File: config.mk
export PLATFORM = sky130hd
export DESIGN_NAME = iob_apb_timer_top
export DESIGN_NICKNAME = d
export VERILOG_FILES = /design/src/source/iob_apb_pkg.sv /design/src/source/apb_timer_regs.sv /design/src/source/iob2apb.sv /design/src/source/iob_apb_timer_top.sv /design/src/source/timer_counter.sv
export VERILOG_INCLUDE_DIRS = /design/src /design/src/source
export SDC_FILE = /design/constraint.sdc
export NUM_CORES = 1
export LEC_CHECK = 0
export BUFFER_PORTS_ARGS = -buffer_cell sky130_fd_sc_hd__clkbuf_2
export CORE_UTILIZATION = 35
export CTS_CLUSTER_SIZE = 30
export DETAILED_ROUTE_END_ITERATION = 8
export GPL_TIMING_DRIVEN = 1
export SLEW_MARGIN = 20
export SYNTH_ARGS = -nofsm -noshare
export SYNTH_HDL_FRONTEND = slang
export SYNTH_SLANG_ARGS = --single-unit
File: constraint.sdc
create_clock -name clk_i -period 9 [get_ports clk_i]
set_clock_uncertainty 0.15 [all_clocks]
set_input_delay 1.8 -clock clk_i [delete_from_list [all_inputs] [get_ports clk_i]]
set_output_delay 1.8 -clock clk_i [all_outputs]
set_load 0.02 [all_outputs]
File: src/source/iob_apb_consts.svh
`ifndef IOB_APB_CONSTS_SVH
`define IOB_APB_CONSTS_SVH

`default_nettype none

// Bus widths
`define IOB_APB_ADDR_W 32
`define IOB_APB_DATA_W 32
`define IOB_APB_STRB_W 4

// Timer register map
`define TMR_CTRL_OFS  32'h0000_0000
`define TMR_LOAD_OFS  32'h0000_0004
`define TMR_COUNT_OFS 32'h0000_0008

// Cycles from IOb acceptance to rvalid with a zero-wait APB slave
`define IOB_APB_LATENCY 3

`default_nettype wire

`endif

File: src/source/iob_apb_pkg.sv
`include "iob_apb_consts.svh"

`default_nettype none

package iob_apb_pkg;

   typedef struct packed {
      logic                         avalid;
      logic [`IOB_APB_ADDR_W-1:0]   addr;
      logic [`IOB_APB_DATA_W-1:0]   wdata;
      logic [`IOB_APB_STRB_W-1:0]   wstrb;  // Zero means read
   } iob_req_t;

   typedef struct packed {
      logic                         ready;
      logic                         rvalid;  // Also marks write completion
      logic [`IOB_APB_DATA_W-1:0]   rdata;
   } iob_rsp_t;

   typedef struct packed {
      logic                         sel;
      logic                         enable;
      logic [`IOB_APB_ADDR_W-1:0]   addr;
      logic                         write;
      logic [`IOB_APB_STRB_W-1:0]   wstrb;
      logic [`IOB_APB_DATA_W-1:0]   wdata;
   } apb_req_t;

   typedef struct packed {
      logic                         ready;
      logic [`IOB_APB_DATA_W-1:0]   rdata;
   } apb_rsp_t;

   // CTRL as written by software
   typedef struct packed {
      logic [26:0] rsvd;
      logic        restart;    // Self-clearing
      logic        clear_irq;  // Self-clearing
      logic        irq_en;
      logic        reload_en;
      logic        enable;
   } tmr_ctrl_wr_t;

   // CTRL as read back, with status in place of the pulse bits
   typedef struct packed {
      logic [26:0] rsvd;
      logic        running;
      logic        irq_pending;
      logic        irq_en;
      logic        reload_en;
      logic        enable;
   } tmr_ctrl_rd_t;

   typedef union packed {
      tmr_ctrl_wr_t wr;
      tmr_ctrl_rd_t rd;
   } tmr_ctrl_u;

   typedef struct packed {
      logic                         enable;
      logic                         reload_en;
      logic                         restart;
      logic                         clear_irq;
      logic [`IOB_APB_DATA_W-1:0]   load;
   } tmr_cmd_t;

   typedef struct packed {
      logic                         running;
      logic                         irq_pending;
      logic [`IOB_APB_DATA_W-1:0]   count;
   } tmr_stat_t;

endpackage

`default_nettype wire

File: src/source/apb_timer_regs.sv
`timescale 1ns/1ps

`include "iob_apb_consts.svh"

`default_nettype none

module apb_timer_regs
   import iob_apb_pkg::*;
(
   input  logic      clk_i,
   input  logic      arst_n_i,
   input  apb_req_t  apb_req_i,
   output apb_rsp_t  apb_rsp_o,
   output tmr_cmd_t  tmr_cmd_o,
   input  tmr_stat_t tmr_stat_i,
   output logic      irq_o
);

   logic sel_ctrl;
   logic sel_load;
   logic sel_count;
   logic access;
   logic wr_access;
   logic ctrl_we;

   tmr_ctrl_u ctrl_wr;  // Incoming write word
   tmr_ctrl_u ctrl_rd;  // Outgoing read word

   logic enable_q;
   logic reload_en_q;
   logic irq_en_q;
   logic restart_q;
   logic clear_irq_q;
   logic [`IOB_APB_DATA_W-1:0] load_q;
   logic [`IOB_APB_DATA_W-1:0] rdata;

   assign sel_ctrl  = (apb_req_i.addr == `TMR_CTRL_OFS);
   assign sel_load  = (apb_req_i.addr == `TMR_LOAD_OFS);
   assign sel_count = (apb_req_i.addr == `TMR_COUNT_OFS);

   assign access    = apb_req_i.sel && apb_req_i.enable;
   assign wr_access = access && apb_req_i.write;
   assign ctrl_we   = wr_access && sel_ctrl && apb_req_i.wstrb[0];  // All CTRL bits in byte 0

   assign ctrl_wr   = apb_req_i.wdata;

   always_ff @(posedge clk_i or negedge arst_n_i) begin
      if (!arst_n_i) begin
         enable_q    <= 1'b0;
         reload_en_q <= 1'b0;
         irq_en_q    <= 1'b0;
         restart_q   <= 1'b0;
         clear_irq_q <= 1'b0;
         load_q      <= '0;
      end else begin
         restart_q   <= ctrl_we && ctrl_wr.wr.restart;
         clear_irq_q <= ctrl_we && ctrl_wr.wr.clear_irq;
         if (ctrl_we) begin
            enable_q    <= ctrl_wr.wr.enable;
            reload_en_q <= ctrl_wr.wr.reload_en;
            irq_en_q    <= ctrl_wr.wr.irq_en;
         end
         if (wr_access && sel_load) begin
            for (int b = 0; b < `IOB_APB_STRB_W; b++) begin
               if (apb_req_i.wstrb[b]) begin
                  load_q[8*b +: 8] <= apb_req_i.wdata[8*b +: 8];
               end
            end
         end
      end
   end

   always_comb begin
      ctrl_rd                = '0;
      ctrl_rd.rd.enable      = enable_q;
      ctrl_rd.rd.reload_en   = reload_en_q;
      ctrl_rd.rd.irq_en      = irq_en_q;
      ctrl_rd.rd.irq_pending = tmr_stat_i.irq_pending;
      ctrl_rd.rd.running     = tmr_stat_i.running;
   end

   // Read mux, unmapped offsets give zero
   always_comb begin
      rdata = '0;
      if (sel_ctrl) begin
         rdata = ctrl_rd;
      end else if (sel_load) begin
         rdata = load_q;
      end else if (sel_count) begin
         rdata = tmr_stat_i.count;
      end
   end

   assign apb_rsp_o = '{ready: access, rdata: rdata};  // Zero wait states

   assign tmr_cmd_o = '{enable: enable_q, reload_en: reload_en_q, restart: restart_q,
                        clear_irq: clear_irq_q, load: load_q};

   assign irq_o = tmr_stat_i.irq_pending && irq_en_q;

   // Bridge never issues two access phases back to back
   a_pulses_one_cycle: assert property (@(posedge clk_i) disable iff (!arst_n_i)
      (restart_q || clear_irq_q) |=> !(restart_q || clear_irq_q));

endmodule

`default_nettype wire

File: src/source/iob2apb.sv
`timescale 1ns/1ps

`include "iob_apb_consts.svh"

`default_nettype none

module iob2apb
   import iob_apb_pkg::*;
(
   input  logic     clk_i,
   input  logic     arst_n_i,
   input  iob_req_t iob_req_i,
   output iob_rsp_t iob_rsp_o,
   output apb_req_t apb_req_o,
   input  apb_rsp_t apb_rsp_i
);

   localparam logic [1:0] ST_IDLE   = 2'd0;
   localparam logic [1:0] ST_SETUP  = 2'd1;
   localparam logic [1:0] ST_ACCESS = 2'd2;

   logic [1:0] state_q;

   // Registered bus outputs
   logic       sel_q;
   logic       enable_q;
   logic       write_q;
   logic       ready_q;
   logic       rvalid_q;
   logic [`IOB_APB_ADDR_W-1:0] addr_q;
   logic [`IOB_APB_STRB_W-1:0] wstrb_q;
   logic [`IOB_APB_DATA_W-1:0] wdata_q;
   logic [`IOB_APB_DATA_W-1:0] rdata_q;

   logic accept;
   logic done;

   assign accept = (state_q == ST_IDLE) && iob_req_i.avalid && ready_q;
   assign done   = (state_q == ST_ACCESS) && apb_rsp_i.ready;  // pready counts only here

   always_ff @(posedge clk_i or negedge arst_n_i) begin
      if (!arst_n_i) begin
         state_q  <= ST_IDLE;
         sel_q    <= 1'b0;
         enable_q <= 1'b0;
         write_q  <= 1'b0;
         ready_q  <= 1'b1;
         rvalid_q <= 1'b0;
      end else begin
         rvalid_q <= 1'b0;
         case (state_q)
            ST_IDLE: begin
               if (accept) begin
                  sel_q   <= 1'b1;
                  write_q <= |iob_req_i.wstrb;
                  ready_q <= 1'b0;  // Hold off the next request
                  state_q <= ST_SETUP;
               end
            end
            ST_SETUP: begin
               enable_q <= 1'b1;
               state_q  <= ST_ACCESS;
            end
            ST_ACCESS: begin
               if (done) begin
                  sel_q    <= 1'b0;
                  enable_q <= 1'b0;
                  ready_q  <= 1'b1;
                  rvalid_q <= 1'b1;
                  state_q  <= ST_IDLE;
               end
            end
            default: state_q <= ST_IDLE;
         endcase
      end
   end

   // Request payload and response data
   always_ff @(posedge clk_i) begin
      if (accept) begin
         addr_q  <= iob_req_i.addr;
         wstrb_q <= iob_req_i.wstrb;
         wdata_q <= iob_req_i.wdata;
      end
      if (done) begin
         rdata_q <= apb_rsp_i.rdata;
      end
   end

   assign apb_req_o = '{sel: sel_q, enable: enable_q, addr: addr_q, write: write_q,
                        wstrb: wstrb_q, wdata: wdata_q};
   assign iob_rsp_o = '{ready: ready_q, rvalid: rvalid_q, rdata: rdata_q};

   // Access phase only ever follows a setup phase
   a_enable_after_setup: assert property (@(posedge clk_i) disable iff (!arst_n_i)
      apb_req_o.enable |-> apb_req_o.sel && ($rose(apb_req_o.enable) -> $past(apb_req_o.sel)));

   a_req_stable: assert property (@(posedge clk_i) disable iff (!arst_n_i)
      apb_req_o.sel && !$rose(apb_req_o.sel) |->
         $stable(apb_req_o.addr) && $stable(apb_req_o.write) &&
         $stable(apb_req_o.wstrb) && $stable(apb_req_o.wdata));

endmodule

`default_nettype wire

File: src/source/iob_apb_timer_top.sv
`timescale 1ns/1ps

`include "iob_apb_consts.svh"

`default_nettype none

module iob_apb_timer_top
   import iob_apb_pkg::*;
(
   input  logic     clk_i,
   input  logic     arst_n_i,
   input  iob_req_t iob_req_i,
   output iob_rsp_t iob_rsp_o,
   output logic     irq_o
);

   apb_req_t  apb_req;
   apb_rsp_t  apb_rsp;
   tmr_cmd_t  tmr_cmd;
   tmr_stat_t tmr_stat;

   iob2apb u_bridge (
      .clk_i     (clk_i),
      .arst_n_i  (arst_n_i),
      .iob_req_i (iob_req_i),
      .iob_rsp_o (iob_rsp_o),
      .apb_req_o (apb_req),
      .apb_rsp_i (apb_rsp)
   );

   apb_timer_regs u_regs (
      .clk_i      (clk_i),
      .arst_n_i   (arst_n_i),
      .apb_req_i  (apb_req),
      .apb_rsp_o  (apb_rsp),
      .tmr_cmd_o  (tmr_cmd),
      .tmr_stat_i (tmr_stat),
      .irq_o      (irq_o)
   );

   timer_counter u_timer (
      .clk_i      (clk_i),
      .arst_n_i   (arst_n_i),
      .tmr_cmd_i  (tmr_cmd),
      .tmr_stat_o (tmr_stat)
   );

   // Fixed round trip with the zero-wait register slave
   a_round_trip: assert property (@(posedge clk_i) disable iff (!arst_n_i)
      iob_req_i.avalid && iob_rsp_o.ready |=>
         (!iob_rsp_o.ready) [*(`IOB_APB_LATENCY - 1)] ##1
         (iob_rsp_o.rvalid && iob_rsp_o.ready));

endmodule

`default_nettype wire

File: src/source/timer_counter.sv
`timescale 1ns/1ps

`include "iob_apb_consts.svh"

`default_nettype none

module timer_counter
   import iob_apb_pkg::*;
(
   input  logic      clk_i,
   input  logic      arst_n_i,
   input  tmr_cmd_t  tmr_cmd_i,
   output tmr_stat_t tmr_stat_o
);

   logic [`IOB_APB_DATA_W-1:0] count_q;
   logic running_q;
   logic irq_pending_q;
   logic active;
   logic at_zero;
   logic expire;

   assign active  = running_q && tmr_cmd_i.enable && !tmr_cmd_i.restart;
   assign at_zero = (count_q == '0);
   assign expire  = active && (count_q == 1);  // Count reaches zero on this edge

   always_ff @(posedge clk_i or negedge arst_n_i) begin
      if (!arst_n_i) begin
         count_q       <= '0;
         running_q     <= 1'b0;
         irq_pending_q <= 1'b0;
      end else begin
         if (tmr_cmd_i.restart) begin
            count_q   <= tmr_cmd_i.load;
            running_q <= 1'b1;
         end else if (active) begin
            if (!at_zero) begin
               count_q <= count_q - 1'b1;
            end else if (tmr_cmd_i.reload_en) begin
               count_q <= tmr_cmd_i.load;  // Auto-reload
            end else begin
               running_q <= 1'b0;          // One-shot done
            end
         end

         if (expire) begin
            irq_pending_q <= 1'b1;  // Wins over a clear on the same edge
         end else if (tmr_cmd_i.clear_irq) begin
            irq_pending_q <= 1'b0;
         end
      end
   end

   assign tmr_stat_o = '{running: running_q, irq_pending: irq_pending_q, count: count_q};

   a_expire_while_running: assert property (@(posedge clk_i) disable iff (!arst_n_i)
      $rose(irq_pending_q) |-> $past(running_q));

endmodule

`default_nettype wire

## Yosys cells after proc, flatten, opt, wreduce, memory -nomap -nowiden

Index checks and enable logic that the tools add are counted.

| word-level totals | value |
|---|---|
| input bits | 71 |
| flip-flop bits (word level) | 178 |

| operators by class | value |
|---|---|
| reduce and logical (&&, ||, !) cells | 34 |
| muxes and demuxes | 25 |
| add/subtract/negate cells | 1 |
| eq/ne operators | 9 |

Operator list:

| operator | number |
|---|---|
| two-way mux 32 bit | 6 |
| zero test 32 bit | 2 |
| == test 32 x 1 -> 1 bit, second input constant | 1 |
| == test 32 x 3 -> 1 bit, second input constant | 1 |
| == test 32 x 4 -> 1 bit, second input constant | 1 |
| subtractor 32 x 1 -> 32 bit, second input constant | 1 |
| AND reduction 2 bit | 8 |
| logical AND 1 bit | 14 |
| two-way mux 1 bit | 12 |
| nonzero test 2 bit | 5 |
| case mux 1 bit (2 select lines) | 3 |
| case mux 2 bit (3 select lines) | 1 |
| AND reduction 3 bit | 2 |
| two-way mux 5 bit | 1 |
| two-way mux 2 bit | 2 |
| inequality test 2 x 1 -> 1 bit, second input constant | 2 |
| OR reduction 4 bit | 1 |
| inequality test 3 bit, second input constant | 1 |
| == test 2 x 1 -> 1 bit, second input constant | 1 |
| == test 2 bit, second input constant | 1 |
| zero test 2 bit | 1 |
| inequality test 2 bit, second input constant | 1 |
| zero test 1 bit | 1 |

## Depth between registers and ports, before layout

| logic depth | value |
|---|---|
| word-level depth | 5 |
| depth in mapped cells | 9 |

## By module

Synthesis repeated with hierarchy kept, for this count alone.

| unflattened totals | value |
|---|---|
| cells, all modules | 575 |
| area, all modules | 7556.0 um2 |

By module, submodules not included:

| module | cells each | area each (um2) | instances |
|---|---|---|---|
| iob2apb | 129 | 3318.2 | 1 |
| timer_counter | 284 | 2274.7 | 1 |
| apb_timer_regs | 162 | 1963.1 | 1 |

## Worst setup path after synthesis

OpenSTA, ideal clock, no wires.

| timing path | value |
|---|---|
| path kind | input to register |
| start | input port iob_req_i[68] in the netlist's numbering |
| end | register u_bridge.addr_q[0] (enable) |
| buffers on the path | 0 |
| data arrival time | 6648 ps |
| library setup time | 586 ps |
| stages on the path | 2 |
| setup slack | 1616 ps |
| cell sequence | nand2_1 nor3_1 |

| on the way | value |
|---|---|
| longest elaborated chain between the ends | 2 |

Ends and longest elaborated chain:

| what | line | source |
|---|---|---|
| start: declaration | iob_apb_timer_top.sv:12 | `input iob_req_t iob_req_i,` |
| logical AND 1 bit (2 in series) | iob2apb.sv:38 | `assign accept = (state_q == ST_IDLE) && iob_req_i.avalid && ready_q;` |
| named net u_bridge.accept | iob2apb.sv:35 | `logic accept;` |
| end signal: assignment | iob2apb.sv:81 | `addr_q <= iob_req_i.addr;` |
| end: declaration | iob2apb.sv:30 | `` logic [`IOB_APB_ADDR_W-1:0] addr_q; `` |

The timed path passes the listed nets, and every way through them passes these cells.
A chain may end at the register's enable or synchronous reset.

## Worst setup path in the final report

| timing path | value |
|---|---|
| start | register u_timer.count_q[0] |
| end | register u_timer.count_q[29] |

| on the way | value |
|---|---|
| longest elaborated chain between the ends | 4 |
| elaborated cells between the ends (all ways) | 7 |
| classes of those cells | add/sub (1); eq/ne (1); mux (3); reduce/logical (2) |

Ends and longest elaborated chain:

| what | line | source |
|---|---|---|
| start: declaration | timer_counter.sv:16 | `` logic [`IOB_APB_DATA_W-1:0] count_q; `` |
| start signal: assignment | timer_counter.sv:34 | `count_q <= tmr_cmd_i.load;` |
| start signal: assignment | timer_counter.sv:38 | `count_q <= count_q - 1'b1;` |
| start signal: assignment | timer_counter.sv:40 | `count_q <= tmr_cmd_i.load;` |
| subtractor 32 x 1 -> 32 bit / zero test 32 bit (equally long branches) | timer_counter.sv:38, timer_counter.sv:24 |  |
| two-way mux 32 bit | timer_counter.sv:37 | `if (!at_zero) begin` |
| two-way mux 32 bit | timer_counter.sv:36 | `end else if (active) begin` |
| two-way mux 32 bit | timer_counter.sv:33 | `if (tmr_cmd_i.restart) begin` |

Parallel ways exist; a longest one is shown, timed or not. The select of a mux whose other input is x is not followed.

==> results by group <==
Outcome
  • Status: finished clean

Worst setup path
  • Worst path max stage delay: 0.80 ns
  • CP required: 9.14 ns
  • Crit start category: flip-flop
  • Setup crit start: u_timer.count_q[0]
  • WS Path Type: reg -> reg
  • Reg-to-Reg Start: u_timer.count_q[0]
  • Critical path endpoint category: flip-flop
  • Critical Path AT: 4.07 ns
  • Critical path fanouts, max: 17
  • CP max stage cell: o31ai_2
  • CP cell instances: inv_1 -> ha_1 -> nor3b_1 -> nand4_1 -> o31ai_2 -> buf_4 -> o211ai_1 -> o2bb2ai_1

Route
  • Total wire length: 17.6 mm
  • Initial drt markers: 384
  • Drt pass-1 iters: 4
  • Post-DRT Antenna Nets: 0
  • Drt wl/cell: 18.6 um
  • Remaining DRCs: 0
  • Vias per cell: 5.52
  • DR vias: 5230

Floorplan
  • Num ports: 106
  • CORE AREA: 21100 um2
  • Die area: 22100 um2
  • # rows: 53
  • Die width: 149 um
  • Initial Utilization: 35.7%
  • Chip Height: 149 um

Clock tree
  • Clock buffer depth: 2
  • Clock transition at path regs: 0.07 ns
  • Total CTS buffers: 17
  • Post-cts sizing count: 0
  • Hold buffer count at cts: 0
  • Worst-Skew Late Latency: 0.44 ns
  • Postcts setup bufs: 0
  • CTS tree: done
  • Clock Sinks: 178
  • Root Driver: clkbuf_16
  • CTS H-tree lvls: 4

Pwr
  • Leakage: 3.60 nW
  • Comb power frac: 6.8%
  • Power Density: 207 nW/um2
  • Switching Share: 24.0%
  • Sequential share of power: 53.2%
  • Max IR drop VDD: 124 uV
  • Clock group share of total power: 40.0%
  • Cell-internal power: 1.40 mW
  • Switching pwr: 0.443 mW

Placement
  • HPWL after DPL: 11.6 mm
  • Port bufs: 105
  • GPL Wtd Cong: 0.827

Global route
  • Largest net degree at the start of global routing: 79
  • GRT Total Usage: 16.9%
  • Overflow after GRT: 0
  • Vias in the first global route: 5496
  • First-pass GRT wire length: 28.7 mm
  • Initial antenna violation count: 0

STA
  • Min Tclk post-route: 3.93 ns
  • Fin. max-slew vios: 0
  • Fin crit share: 43.7%
  • Final count of hold timing violations: 0
  • Setup TNS: 0 ns
  • Slew @ Worst Pin: 1.08 ns
  • RSZ-0062 raised after global routing: false
  • Setup violations, final: 0
  • Relative slew slack: 27.4%
  • Maximum clock rate: 0.254 GHz

Cells and area
  • Fill count: 1987
  • Final net count: 732
  • Layout cells sized above 1: 28.3%
  • Area delta synth->final: 18.6%
  • # diodes: 0
  • Fin util: 42.4%

Synthesis
  • Seq/Total Area, Yosys: 65.8%
  • EDFF count, synth: 100
  • Unique masters post-synth: 53
  • Syn_nets: 635
  • Ys Warns: 0
  • Synth Area per Inst: 13.4 um2
  • Cell Area, Synth: 7530 um2
  • Top FF cell, synth: edfxtp_1
  • Post-synth ARST share: 43.8%
  • Cell count after synthesis: 562
  • FF+latch count, synth: 178

Min path
  • Worst Hold Launch: u_regs.clear_irq_q
  • Min-delay worst type: reg -> reg

Job
  • Total of max-cap violations: 0
[path summary, 6_finish.rpt]
| kind | slack (ns) | to | cells past startpoint |
|---|---|---|---|
| worst min register to register | 0.30 | u_timer.irq_pending_q | 1 |
| min in group asynchronous | 1.27 | u_regs.load_q[6] | 1 |
| worst min-delay path | 0.30 | u_timer.irq_pending_q | 1 |
| max in group asynchronous | 6.94 | u_timer.count_q[31] | 1 |
| worst max-delay path | 5.07 | u_timer.count_q[29] | 8 |
| worst max register to register | 5.07 | u_timer.count_q[29] | 8 |
[stage by stage]
step | cell area [um2] | setup slack [ns] | hold slack (ns) | power [mW] | instances
final | 8930 | 5.07 | 0.295 | 1.85 | 947
after global routing | 8930 | 4.76 | 0.312 | 1.92 | 947
after CTS | 8920 | 5.15 | 0.299 | 1.87 | 947
after detailed placement | 8340 | 4.80 | 0.281 | 1.13 | 915
after global placement | 8340 | 5.00 | 0.282 | 1.12 | 915
after floorplan | 7530 | 1.62 | 0.262 | 1.07 | 562
[power by group through the flow]
stage | clock (mW) | combinational, mW | sequential [mW]
after CTS | 0.756 | 0.129 | 0.983
final | 0.739 | 0.126 | 0.983
after detailed placement | 0 | 0.129 | 0.999
after floorplan | 0 | 0.0577 | 1.01
after global routing | 0.786 | 0.141 | 0.990
after global placement | 0 | 0.123 | 0.995
[registers in the layout, indices dropped and copies added (netlist names), 2 cells and up]
name and flops:
u_bridge.addr_q 32, u_bridge.rdata_q 32, u_bridge.wdata_q 32, u_regs.load_q 32, u_timer.count_q 32, u_bridge.wstrb_q 4, u_bridge.state_q 2
[logic make-up (layout without fill, tap and decap cells)]
| logic type | after synthesis | in the layout | synth area share [%] |
|---|---|---|---|
| AOI/OAI and AO/OA | 129 | 129 | 13.3 |
| adders and majority gates | 2 | 2 | 0.332 |
| buffers and inverters | 56 | 166 | 3.07 |
| DFF | 178 | 178 | 65.8 |
| muxes | 46 | 46 | 6.73 |
| and+or+nand+nor | 151 | 151 | 10.7 |
[final cells by class]
cell class	count	area, um2	share of cell area (%)
Clock buffer	19	433	4.85
Clock inverter	13	149	1.67
Inverter	19	71.3	0.798
Multi-Input combinational cell	328	2370	26.6
Sequential cell	178	4960	55.5
Tap cell	275	344	3.85
Timing Repair Buffer	115	607	6.79
[critical path, delay by kind of cell (launching register included)]
kind / cells / cell delay (ns)
adder cells (fa/ha/maj): 1 / 0.21
AND/OR/NAND/NOR: 2 / 1.42
flip-flops: 1 / 0.43
AO/OA/AOI/OAI: 3 / 1.11
buffers and inverters: 2 / 0.46
[metal layers]
metal  up-vias  routed length (um)  GRT usage [%]
met3        23                1100           4.20
met5         -                   0              0
met4         0                 231           6.60
li1       2402                   -              -
met1      2619                7910           21.4
met2       186                8340           27.7
[layout by cell type, fill, tap and decap left out, types with 17 or more instances in the layout]
master     instances
inv_1             19
nor4_1            23
dfrtp_1           77
clkbuf_2         104
a22o_1            29
nor2_1            38
clkbuf_16         17
mux2_2            37
nor3_1            24
edfxtp_1         100
[Yosys cell counts (11+ instances only)]
| library cell | number | share of area (%) |
|---|---|---|
| a22o_1 | 29 | 3.4 |
| edfxtp_1 | 100 | 40 |
| nor4_1 | 24 | 2.0 |
| dfrtp_1 | 77 | 26 |
| inv_1 | 19 | 0.95 |
| nor2_1 | 38 | 1.9 |
| nand2_1 | 13 | 0.65 |
| mux2_2 | 37 | 5.5 |
| a22oi_1 | 11 | 1.1 |
| nor3_1 | 26 | 1.7 |
| a21oi_1 | 11 | 0.73 |
| clkbuf_1 | 29 | 1.4 |
| o2bb2ai_1 | 12 | 1.4 |
Note: power is estimated with default switching activity, not from simulation.
